$ cat src/uart_rx.sv
// uart byte receiver
// two-flop synchronizer, start bit re-checked at half a bit,
// data sampled mid-bit, stop bits checked before the byte is released
`timescale 1ns/1ps

module uart_rx #(
	parameter int CLK_FREQ  = 50_000_000,
	parameter int BAUD_RATE = 115_200,
	parameter int STOP_BITS = 1
) (
	input  logic       sys_clk,
	input  logic       sys_rst_n,
	input  logic       rx,
	output logic [7:0] rx_byte,
	output logic       rx_byte_vld,
	output logic       rx_frm_err
);

	localparam int CLKS_PER_BIT = CLK_FREQ / BAUD_RATE;
	localparam int HALF_BIT     = CLKS_PER_BIT / 2;
	localparam int CNT_W        = $clog2(CLKS_PER_BIT) + 1;

	typedef enum logic [1:0] {S_IDLE, S_START, S_DATA, S_STOP} state_t;

	state_t           state;
	logic             rx_meta;
	logic             rx_sync;
	logic             rx_prev;
	logic [CNT_W-1:0] cnt;
	logic [3:0]       bit_cnt;
	logic             stop_ok;
	logic [7:0]       shreg;
	logic             sample;
	logic             last_stop;

	assign sample    = (cnt == CNT_W'(CLKS_PER_BIT - 1));
	assign last_stop = (bit_cnt == 4'(STOP_BITS - 1));

	always_ff @(posedge sys_clk or negedge sys_rst_n) begin
		if (!sys_rst_n) begin
			rx_meta     <= 1'b1;
			rx_sync     <= 1'b1;
			rx_prev     <= 1'b1;
			state       <= S_IDLE;
			cnt         <= '0;
			bit_cnt     <= '0;
			stop_ok     <= 1'b1;
			rx_byte_vld <= 1'b0;
			rx_frm_err  <= 1'b0;
		end else begin
			rx_meta     <= rx;
			rx_sync     <= rx_meta;
			rx_prev     <= rx_sync;
			rx_byte_vld <= 1'b0;
			rx_frm_err  <= 1'b0;
			case (state)
				S_IDLE: begin
					cnt <= '0;
					// falling edge starts a candidate start bit
					if (rx_prev && !rx_sync)
						state <= S_START;
				end
				S_START: begin
					if (cnt == CNT_W'(HALF_BIT - 1)) begin
						cnt     <= '0;
						bit_cnt <= '0;
						state   <= rx_sync ? S_IDLE : S_DATA;
					end else begin
						cnt <= cnt + 1'b1;
					end
				end
				S_DATA: begin
					if (sample) begin
						cnt <= '0;
						if (bit_cnt == 4'd7) begin
							bit_cnt <= '0;
							stop_ok <= 1'b1;
							state   <= S_STOP;
						end else begin
							bit_cnt <= bit_cnt + 1'b1;
						end
					end else begin
						cnt <= cnt + 1'b1;
					end
				end
				default: begin
					if (sample) begin
						cnt <= '0;
						if (last_stop) begin
							state       <= S_IDLE;
							rx_byte_vld <= stop_ok && rx_sync;
							rx_frm_err  <= !(stop_ok && rx_sync);
						end else begin
							bit_cnt <= bit_cnt + 1'b1;
							stop_ok <= stop_ok & rx_sync;
						end
					end else begin
						cnt <= cnt + 1'b1;
					end
				end
			endcase
		end
	end

	// data bits arrive lsb first
	always_ff @(posedge sys_clk) begin
		if (state == S_DATA && sample)
			shreg <= {rx_sync, shreg[7:1]};
		if (state == S_STOP && sample && last_stop)
			rx_byte <= shreg;
	end

endmodule

$ cat config.mk
export PLATFORM = sky130hd
export DESIGN_NAME = uart_rx
export DESIGN_NICKNAME = d
export VERILOG_FILES = /design/src/uart_rx.sv
export SDC_FILE = /design/constraint.sdc
export NUM_CORES = 1
export LEC_CHECK = 0
export ABC_AREA = 1
export BUFFER_PORTS_ARGS = -buffer_cell sky130_fd_sc_hd__buf_2
export CAP_MARGIN = 20
export CORE_MARGIN = 8
export CORE_UTILIZATION = 60
export CTS_CLUSTER_DIAMETER = 60
export DETAILED_ROUTE_END_ITERATION = 10
export PLACE_DENSITY_LB_ADDON = 0.05
export SLEW_MARGIN = 20
export SYNTH_ARGS = -nofsm -noshare
export SYNTH_HDL_FRONTEND = slang
export SYNTH_SLANG_ARGS = --single-unit
$ cat constraint.sdc
create_clock -name sys_clk -period 3.6 [get_ports sys_clk]
set_input_delay 0.54 -clock sys_clk [delete_from_list [all_inputs] [get_ports sys_clk]]
set_output_delay 0.54 -clock sys_clk [all_outputs]
set_load 0.02 [all_outputs]
After elaboration in Yosys (flattened, before gate mapping)
Index checks and enable logic that the tools add are counted.

Latch bits: 0. Memory bits (writable): 0. Register bits after elaboration: 38. Memories kept: 0. Bits in read-only memories: 0. Output and inout port bits: 10.

$mul: 0. Bitwise gates (word level): 3. Mux-type cells: 28. Reductions and logical operators: 17. Shift operators: 0. Order comparisons: 0. Divide/modulo/power cells: 0. Eq/ne operators: 12. Add/subtract/negate cells: 2.

Operators with widths (count): 10-bit 2-to-1 mux (2); 4-bit 2-to-1 mux (5); 10-bit one-hot mux with 2 select lines (1); 2-bit 2-to-1 mux (7); 4-bit one-hot mux with 3 select lines (1); 10-bit by 1-bit adder with 10-bit output (second input constant) (1); 10-bit by 8-bit equality test with 1-bit output (second input constant) (1); 10-bit by 9-bit equality test with 1-bit output (second input constant) (1); 1-bit 2-to-1 mux (10); 2-bit inequality test (second input constant) (4); 2-bit one-hot mux with 3 select lines (1); 6-bit AND reduction (1); 1-bit logical AND (5); 5-bit AND reduction (1); 4-bit by 1-bit adder with 4-bit output (second input constant) (1); 2-bit equality test (second input constant) (2); 4-bit by 3-bit equality test with 1-bit output (second input constant) (1); 4-bit zero test (1); 4-bit AND reduction (1); 4-bit nonzero test (1); 3-bit by 1-bit inequality test with 1-bit output (second input constant) (1); 3-bit nonzero test (1); 3-bit OR reduction (1); 2-bit by 1-bit equality test with 1-bit output (second input constant) (1); other kinds (8) (10).

Logic depth before layout (Yosys ltp)
Gate-level depths: netlist (run 1).

Word-level depth: 5. Gate-level depth with buffers: 11. Mapped depth without buffers: 11.

Worst setup path before layout (run 1)
OpenSTA, ideal clock, no wires.

Path type: register to register. From: register state[0]. To: register shreg[0], enable pin. Setup time: 0.370 ns. Required time: 3.230 ns. Stages on the path, launching flop included: 5. Arrival: 1.270 ns. Setup slack: 1.959 ns. Cells stage by stage: dfrtp_1 > inv_1 > ha_1 > inv_1 > nor2_1.

Word-level cells in the longest chain between the ends: 2.

RTL lines: from (decl) (RTL line 25) `state_t state;`; from (signal assigned) (RTL line 67) `state <= rx_sync ? S_IDLE : S_DATA;`; 2-bit equality test (RTL line 107) `if (state == S_DATA && sample)`; 1-bit logical AND (RTL line 107); to (signal assigned) (RTL line 108) `shreg <= {rx_sync, shreg[7:1]};`; to (decl) (RTL line 32) `logic [7:0] shreg;`.

Every way passes these cells. A chain may end at the register's enable or synchronous reset.

Worst setup path after layout (run 1)
From: register state[0]. To: register shreg[2], enable pin.

Same word-level chain as after synthesis.

==> impl_metrics.prom, run 1 <==
# TYPE chip_impl_metric gauge
chip_impl_metric{name="nets",unit=""} 218
chip_impl_metric{name="timing.critical_path.required",unit="ps"} 3590
chip_impl_info{name="ys_top_cells_by_area",value="sky130_fd_sc_hd__edfxtp_1 (27%), sky130_fd_sc_hd__dfrtp_1 (25%), sky130_fd_sc_hd__nand2_1 (8.1%)"} 1
chip_impl_metric{name="clk_transition_reported_paths",unit="ps"} 120
chip_impl_metric{name="arrival",unit="ps"} 1810
chip_impl_info{name="result_of_the_run",value="finished, final reports clean"} 1
chip_impl_metric{name="switching_share",unit="%"} 38.5
chip_impl_metric{name="pin_count_of_the_biggest_net_entering_global_routing",unit=""} 23
chip_impl_metric{name="leakagePower",unit="uW"} 0.000913
chip_impl_metric{name="detailedPlacementHpwl",unit="mm"} 2.46
chip_impl_metric{name="worst_skew_pair.late_latency",unit="ps"} 340
chip_impl_metric{name="top_level_ports",unit=""} 13
chip_impl_metric{name="die_h",unit="um"} 71.0
chip_impl_metric{name="detailroute.via_count",unit=""} 1294
chip_impl_info{name="timing.setup.critical_path_class",value="reg -> reg"} 1
chip_impl_metric{name="grt_remaining_overflow",unit=""} 0
chip_impl_metric{name="synth_sequential_area_ratio",unit="%"} 57.2
chip_impl_info{name="cpLargestDelayFamily",value="simple AND/OR/NAND/NOR gates"} 1
chip_impl_info{name="synth_common_cells",value="sky130_fd_sc_hd__nand2_1 (39), sky130_fd_sc_hd__inv_1 (26), sky130_fd_sc_hd__nor2_1 (21), sky130_fd_sc_hd__dfrtp_1 (18), sky130_fd_sc_hd__edfxtp_1 (16)"} 1
chip_impl_metric{name="detailedRoute.firstPassIterationCount",unit=""} 5
chip_impl_metric{name="route.detailed.vias_per_inst",unit=""} 5.41
chip_impl_metric{name="grt_first_pass_wirelength",unit="mm"} 5.71
chip_impl_metric{name="antenna-diode-count",unit=""} 0
chip_impl_metric{name="setup-violations-final",unit=""} 0
chip_impl_metric{name="area_delta_synth_final",unit="%"} 10.2
chip_impl_metric{name="portBuffers",unit=""} 12
chip_impl_metric{name="cts_buffer_depth",unit=""} 2
chip_impl_metric{name="cts_inserted_buffers",unit=""} 5
chip_impl_metric{name="total_power",unit="uW"} 1270
chip_impl_metric{name="syn_nets",unit=""} 199
chip_impl_metric{name="initial_core_util",unit="%"} 61.4
chip_impl_metric{name="asyncSetResetFlopFracSynth",unit="%"} 57.9
chip_impl_info{name="critPathSlowestCell",value="sky130_fd_sc_hd__nor2_1"} 1
chip_impl_metric{name="first_global_vias",unit=""} 1336
chip_impl_metric{name="cp_slowest_stage_delay",unit="ps"} 470
chip_impl_metric{name="place_congestion",unit=""} 0.860
chip_impl_info{name="worst_setup_path_start_kind",value="flop"} 1
chip_impl_metric{name="max_cap_check_violation_count",unit=""} 0
chip_impl_metric{name="netlist_area",unit="um^2"} 1810
chip_impl_metric{name="rows",unit=""} 20
chip_impl_info{name="post-synth-top-count-cell",value="sky130_fd_sc_hd__nand2_1"} 1
chip_impl_metric{name="drive_gt1_share",unit="%"} 19.4
chip_impl_metric{name="route.final.wire_length",unit="mm"} 3.32
chip_impl_metric{name="route.detailed.drc",unit=""} 0
chip_impl_info{name="cts_root_buffer",value="sky130_fd_sc_hd__clkbuf_4"} 1
chip_impl_metric{name="core_region_area",unit="um^2"} 2950
chip_impl_metric{name="final_worst_path_period_share",unit="%"} 50.6
chip_impl_info{name="min-delay-path-class",value="in -> async"} 1
chip_impl_metric{name="clock_power_share",unit="%"} 23.0
chip_impl_metric{name="cts_setup_buffers",unit=""} 0
chip_impl_metric{name="grt_antenna_before_repair",unit=""} 0
chip_impl_metric{name="grtUsageTotal",unit="%"} 14.2
chip_impl_metric{name="htree_levels",unit=""} 2
chip_impl_info{name="grt_setup_unrepaired",value="no"} 1
chip_impl_metric{name="rrSetupSlack",unit="ps"} 1780
chip_impl_metric{name="fin_skew",unit="ps"} 10.3
chip_impl_metric{name="drt_iter0_drc",unit=""} 86
chip_impl_metric{name="post_synth_num_cell_types",unit=""} 29
chip_impl_metric{name="die_w",unit="um"} 71.0
chip_impl_metric{name="timing.final.max_slew_violations",unit=""} 0
chip_impl_metric{name="routed_length_per_placed_instance",unit="um"} 13.9
chip_impl_metric{name="totalNegativeSetupSlack",unit="ps"} 0
chip_impl_info{name="synth_top_area_cell",value="sky130_fd_sc_hd__edfxtp_1"} 1
chip_impl_metric{name="worstPathBufferInverterCount",unit=""} 2
chip_impl_info{name="dominantRegCellSynth",value="sky130_fd_sc_hd__dfrtp_1"} 1
chip_impl_metric{name="slew-limit-headroom",unit="%"} 59.0
chip_impl_metric{name="p_per_area",unit="nW/um^2"} 638
chip_impl_metric{name="tightestPinTransition",unit="ps"} 612
chip_impl_metric{name="finalHoldViolations",unit=""} 0
chip_impl_metric{name="number_of_synthesized_register_bits",unit=""} 38
chip_impl_metric{name="synth-edff-count",unit=""} 16
chip_impl_metric{name="syn_inst",unit=""} 186
chip_impl_info{name="end_kind",value="flop"} 1
chip_impl_metric{name="design.die.area",unit="um^2"} 5030
chip_impl_info{name="cts_tree",value="yes"} 1
chip_impl_metric{name="share_seq_of_total_power",unit="%"} 42.8
chip_impl_metric{name="p_int",unit="uW"} 784
chip_impl_metric{name="yosysWarnings",unit=""} 0
chip_impl_metric{name="combPwrFrac",unit="%"} 34.2
chip_impl_metric{name="synthDominantCellAreaShare",unit="%"} 26.5
chip_impl_metric{name="sw_pwr",unit="uW"} 490
chip_impl_metric{name="ir_worst_vdd",unit="mV"} 0.328
chip_impl_info{name="cp_cell_sequence",value="inv_1 -> ha_1 -> inv_1 -> nor2_1"} 1
chip_impl_metric{name="cts.sinks",unit=""} 38
chip_impl_metric{name="cts.repair.resized",unit=""} 0
chip_impl_metric{name="antenna_violating_nets_post_route",unit=""} 0
chip_impl_metric{name="clock.fmax",unit="GHz"} 0.549
chip_impl_info{name="critical_path.most_common_cell",value="sky130_fd_sc_hd__inv_1"} 1
chip_impl_metric{name="syn-mean-instance-area",unit="um^2"} 9.74
chip_impl_metric{name="finalCriticalPeriod",unit="ps"} 1820
chip_impl_metric{name="timing.critical_path.fanout_max",unit=""} 8
chip_impl_metric{name="hold_buffers",unit=""} 0
## through the flow
stage	cells	hold slack, ps	setup slack (ps)	utilization, %	cell area [um^2]
2_1_floorplan	186	244	1960	-	1810
3_3_place_gp	231	347	1850	64.8	1910
3_5_place_dp	231	347	1740	64.8	1910
4_1_cts	239	164	1760	67.6	2000
5_1_grt	239	183	1660	67.6	2000
6_report	239	158	1780	67.6	2000
## path summary, 6_finish.rpt
kind,cells past startpoint,endpoint,from
max in group asynchronous,1,rx_prev,sys_rst_n
worst max register to register,4,shreg[2],state[0]
worst min register to register,0,rx_sync,rx_meta
min in group sys_clk,1,rx_meta,rx
worst min-delay path,1,rx_byte_vld,sys_rst_n
worst max-delay path,4,shreg[2],state[0]
## layout make-up
type                    instances  area, um^2
clock buffers                   5        37.5
clock inverters                 3        45.0
fillers                       234         957
inverters                      28         110
multi-input cells             120         666
flip-flops and latches         38        1040
well taps                      33        41.3
repair buffers                 12        60.1
## registers in the layout, indices dropped and copies added, names as in the netlist
register     cells
cnt             10
rx_byte          8
shreg            8
bit_cnt          4
state            2
rx_byte_vld      1
rx_frm_err       1
rx_meta          1
rx_prev          1
rx_sync          1
stop_ok          1
## routing by layer
layer / GRT usage, % / vias up / wire [um]
li1: - / 640 / -
met1: 15.9 / 609 / 1450
met2: 24.1 / 35 / 1620
met3: 4.24 / 10 / 160
met4: 7.16 / 0 / 82
met5: 0 / - / 0
## layout by cell type, fill, tap and decap left out, types with 2 or more instances in the layout
cell	count
sky130_fd_sc_hd__a21oi_1	5
sky130_fd_sc_hd__buf_2	12
sky130_fd_sc_hd__clkbuf_4	5
sky130_fd_sc_hd__clkinvlp_4	2
sky130_fd_sc_hd__dfrtp_1	18
sky130_fd_sc_hd__dfstp_2	4
sky130_fd_sc_hd__edfxtp_1	16
sky130_fd_sc_hd__ha_1	10
sky130_fd_sc_hd__inv_1	26
sky130_fd_sc_hd__nand2_1	39
sky130_fd_sc_hd__nand2_2	5
sky130_fd_sc_hd__nand3_1	11
sky130_fd_sc_hd__nand4_1	5
sky130_fd_sc_hd__nor2_1	21
sky130_fd_sc_hd__nor2_2	2
sky130_fd_sc_hd__nor3_1	4
sky130_fd_sc_hd__nor4_1	2
sky130_fd_sc_hd__o21ai_0	3
sky130_fd_sc_hd__o21ai_2	2
## power by group through the flow
stage | sequential, uW | clock, uW | combinational [uW]
final | 545 | 293 | 435
after global routing | 554 | 314 | 507
after CTS | 546 | 299 | 440
after detailed placement | 554 | 0 | 437
after global placement | 550 | 0 | 424
after floorplan | 541 | 0 | 350
## logic make-up after synthesis
| family | count (synthesis) | share of synthesized area [%] |
|---|---|---|
| compound gates | 14 | 4.56 |
| simple gates | 96 | 25.3 |
| buf+inv | 28 | 6.08 |
| fa+ha+maj | 10 | 6.91 |
| flops | 38 | 57.2 |
No activity file was read; power rests on OpenSTA's default activity.
==> run 2: changes to the inputs <==
--- a/config.mk
+++ b/config.mk
@@ -9,7 +9,7 @@
 export BUFFER_PORTS_ARGS = -buffer_cell sky130_fd_sc_hd__buf_2
 export CAP_MARGIN = 20
 export CORE_MARGIN = 8
-export CORE_UTILIZATION = 60
+export CORE_UTILIZATION = 59
 export CTS_CLUSTER_DIAMETER = 60
 export DETAILED_ROUTE_END_ITERATION = 10
 export PLACE_DENSITY_LB_ADDON = 0.05
==> constraint.sdc (replaced) <==
create_clock -name sys_clk -period 1.8 [get_ports sys_clk]
set_input_delay 0.27 -clock sys_clk [delete_from_list [all_inputs] [get_ports sys_clk]]
set_output_delay 0.27 -clock sys_clk [all_outputs]
set_load 0.02 [all_outputs]
==> run 2 against run 1 <==
  * First-iteration DRC count decreased by 24%
  * Non-clock buffer count up 4
  * Largest power group unchanged
  * Register-to-register slack worse by 1600 ps
  * Hold slack better by 210 ps
  * Total power increased by 110%
  * Sequential share of layout area decreased by 1.5 points
  * Wire length shrank 4.6%
  * Largest cell class unchanged
  * Clock-buffer cell count did not move
==> impl_metrics.prom, run 2 (synthesis gave the netlist of run 1 again) <==
# TYPE chip_impl_metric gauge
chip_impl_info{name="end_kind",value="flop"} 1
chip_impl_info{name="top_register",value="cnt"} 1
chip_impl_metric{name="numPlacedInstances",unit=""} 233
chip_impl_metric{name="total_power",unit="uW"} 2680
chip_impl_metric{name="htree_levels",unit=""} 2
chip_impl_info{name="reg2reg_from",value="state[0]"} 1
chip_impl_info{name="result_of_the_run",value="finished, final reports clean"} 1
chip_impl_info{name="mostFrequentLayoutCell",value="sky130_fd_sc_hd__nand2_1"} 1
chip_impl_metric{name="place_congestion",unit=""} 0.952
chip_impl_metric{name="r2r.worst_path.cells",unit=""} 9
chip_impl_metric{name="route.final.wire_length",unit="mm"} 3.16
chip_impl_metric{name="cts_setup_buffers",unit=""} 0
chip_impl_metric{name="totalNegativeSetupSlack",unit="ps"} 0
chip_impl_metric{name="p_per_area",unit="nW/um^2"} 1300
chip_impl_metric{name="initial_core_util",unit="%"} 60.8
chip_impl_metric{name="finish.cell_count_without_fillers",unit=""} 243
chip_impl_metric{name="rrSetupSlack",unit="ps"} 210
chip_impl_metric{name="timing.final.max_slew_violations",unit=""} 0
chip_impl_metric{name="setup-violations-final",unit=""} 0
chip_impl_metric{name="largest_register_ff_count",unit=""} 10
chip_impl_info{name="worst_hold_endpoint",value="rx_sync"} 1
chip_impl_info{name="top_regs",value="cnt x10, rx_byte x8, shreg x8"} 1
chip_impl_metric{name="finish.instance_area",unit="um^2"} 2060
chip_impl_info{name="cts_tree",value="yes"} 1
chip_impl_metric{name="slew-limit-headroom",unit="%"} 68.0
chip_impl_metric{name="drive_gt1_share",unit="%"} 21.0
chip_impl_metric{name="antenna_violating_nets_post_route",unit=""} 0
chip_impl_metric{name="finalCriticalPeriod",unit="ps"} 1590
chip_impl_metric{name="cts_inserted_buffers",unit=""} 5
chip_impl_metric{name="finalHoldViolations",unit=""} 0
chip_impl_metric{name="top_level_ports",unit=""} 13
chip_impl_metric{name="nets",unit=""} 222
chip_impl_metric{name="grtUsageTotal",unit="%"} 13.3
chip_impl_metric{name="cts.sinks",unit=""} 38
chip_impl_info{name="hold_start",value="rx_meta"} 1
chip_impl_metric{name="detailedRoute.firstPassIterationCount",unit=""} 4
chip_impl_metric{name="clk_transition_reported_paths",unit="ps"} 120
chip_impl_metric{name="design.die.area",unit="um^2"} 5100
chip_impl_metric{name="core_region_area",unit="um^2"} 2980
chip_impl_metric{name="timing.critical_path.required",unit="ps"} 2050
chip_impl_metric{name="pin_count_of_the_biggest_net_entering_global_routing",unit=""} 23
chip_impl_metric{name="route.detailed.vias_per_inst",unit=""} 5.39
chip_impl_metric{name="route.detailed.drc",unit=""} 0
chip_impl_info{name="mostFrequentLayoutCells",value="sky130_fd_sc_hd__nand2_1 (39), sky130_fd_sc_hd__inv_1 (26), sky130_fd_sc_hd__nor2_1 (21)"} 1
chip_impl_metric{name="timing.critical_path.fanout_max",unit=""} 7
chip_impl_info{name="worstReg2RegEnd",value="bit_cnt[3]"} 1
chip_impl_metric{name="detailroute.via_count",unit=""} 1309
chip_impl_info{name="worst_setup_path_start_kind",value="flop"} 1
chip_impl_metric{name="routed_length_per_placed_instance",unit="um"} 13.0
chip_impl_metric{name="antenna-diode-count",unit=""} 0
chip_impl_metric{name="area_delta_synth_final",unit="%"} 13.6
chip_impl_metric{name="tightestPinTransition",unit="ps"} 480
chip_impl_info{name="min-delay-path-class",value="reg -> reg"} 1
chip_impl_metric{name="hold_path_cells",unit=""} 0
chip_impl_metric{name="worst_skew_pair.late_latency",unit="ps"} 340
chip_impl_metric{name="die_w",unit="um"} 71.4
chip_impl_metric{name="max_cap_check_violation_count",unit=""} 0
chip_impl_metric{name="die_h",unit="um"} 71.4
chip_impl_metric{name="detailedPlacementHpwl",unit="mm"} 2.38
chip_impl_metric{name="finalCoreUtilization",unit="%"} 69.1
chip_impl_metric{name="drt_iter0_drc",unit=""} 65
chip_impl_metric{name="rows",unit=""} 20
chip_impl_metric{name="cts_buffer_depth",unit=""} 2
chip_impl_metric{name="first_global_vias",unit=""} 1220
chip_impl_metric{name="grt_first_pass_wirelength",unit="mm"} 5.27
chip_impl_metric{name="ir_worst_vdd",unit="mV"} 0.720
chip_impl_metric{name="fin_skew",unit="ps"} 12.8
chip_impl_metric{name="portBuffers",unit=""} 12
chip_impl_info{name="grt_setup_unrepaired",value="no"} 1
chip_impl_info{name="cts_root_buffer",value="sky130_fd_sc_hd__clkbuf_4"} 1
chip_impl_metric{name="leakagePower",unit="uW"} 0.000947
chip_impl_metric{name="arrival",unit="ps"} 1840
chip_impl_metric{name="clock.fmax",unit="GHz"} 0.630
chip_impl_metric{name="grt_antenna_before_repair",unit=""} 0
chip_impl_metric{name="grt_remaining_overflow",unit=""} 0
chip_impl_info{name="timing.setup.critical_path_class",value="reg -> reg"} 1
chip_impl_metric{name="dpl-instance-area",unit="um^2"} 1930
chip_impl_metric{name="final_worst_path_period_share",unit="%"} 88.3
run 2: what timing repair did:
| action | in CTS | in global routing |
|---|---|---|
| endpoints found under the setup margin | 0 | 6 |
| resized for setup | 0 | 2 |
| hold buffers | 2 | 0 |
| endpoints found under the hold margin | 19 | 0 |
run 2: stage by stage:
stage | setup WS (ps) | hold slack, ps
final | 211 | 366
after global routing | 45.9 | 366
after CTS | 113 | 364
after detailed placement | 135 | 259
after global placement | 188 | 254
after floorplan | 159 | -25.6
run 2: metal layers:
metal	routed length [um]	global-route usage [%]
met5	0	0
met4	131	9.93
met3	184	4.60
met2	1430	19.7
met1	1420	15.7
run 2: power breakdown:
group          total (uW)  switching (uW)  leakage (uW)  internal, uW
combinational         867             569      0.000463           298
clock                 720             285     0.0000554           434
sequential           1090             109      0.000428           983
run 2: layout make-up:
class                      count  area [um^2]
sequential                    38         1040
multi-input combinational    120          668
clock inverter                 3         68.8
tap                           33         41.3
timing repair buffer          16         95.1
inverter                      28          110
fill                         223          920
clock buffer                   5         37.5
run 2: how the worst max path moves through the flow:
stage / startpoint / endpoint
floorplan: state[0] / shreg[0]
global placement: state[1] / state[0]
detailed placement: state[1] / state[0]
CTS: state[1] / state[0]
global route: state[0] / bit_cnt[3]
finish: state[0] / bit_cnt[3]
run 2: critical path, stage by stage (launching register included):
cell                      delay [ps]
sky130_fd_sc_hd__dfrtp_1         460
sky130_fd_sc_hd__inv_1           140
sky130_fd_sc_hd__ha_2            270
sky130_fd_sc_hd__inv_1            90
sky130_fd_sc_hd__nand2_1          90
sky130_fd_sc_hd__nand2_1          60
sky130_fd_sc_hd__o21ai_2         110
sky130_fd_sc_hd__nand3_2         140
sky130_fd_sc_hd__nand2_1          80
sky130_fd_sc_hd__nand2_1          50
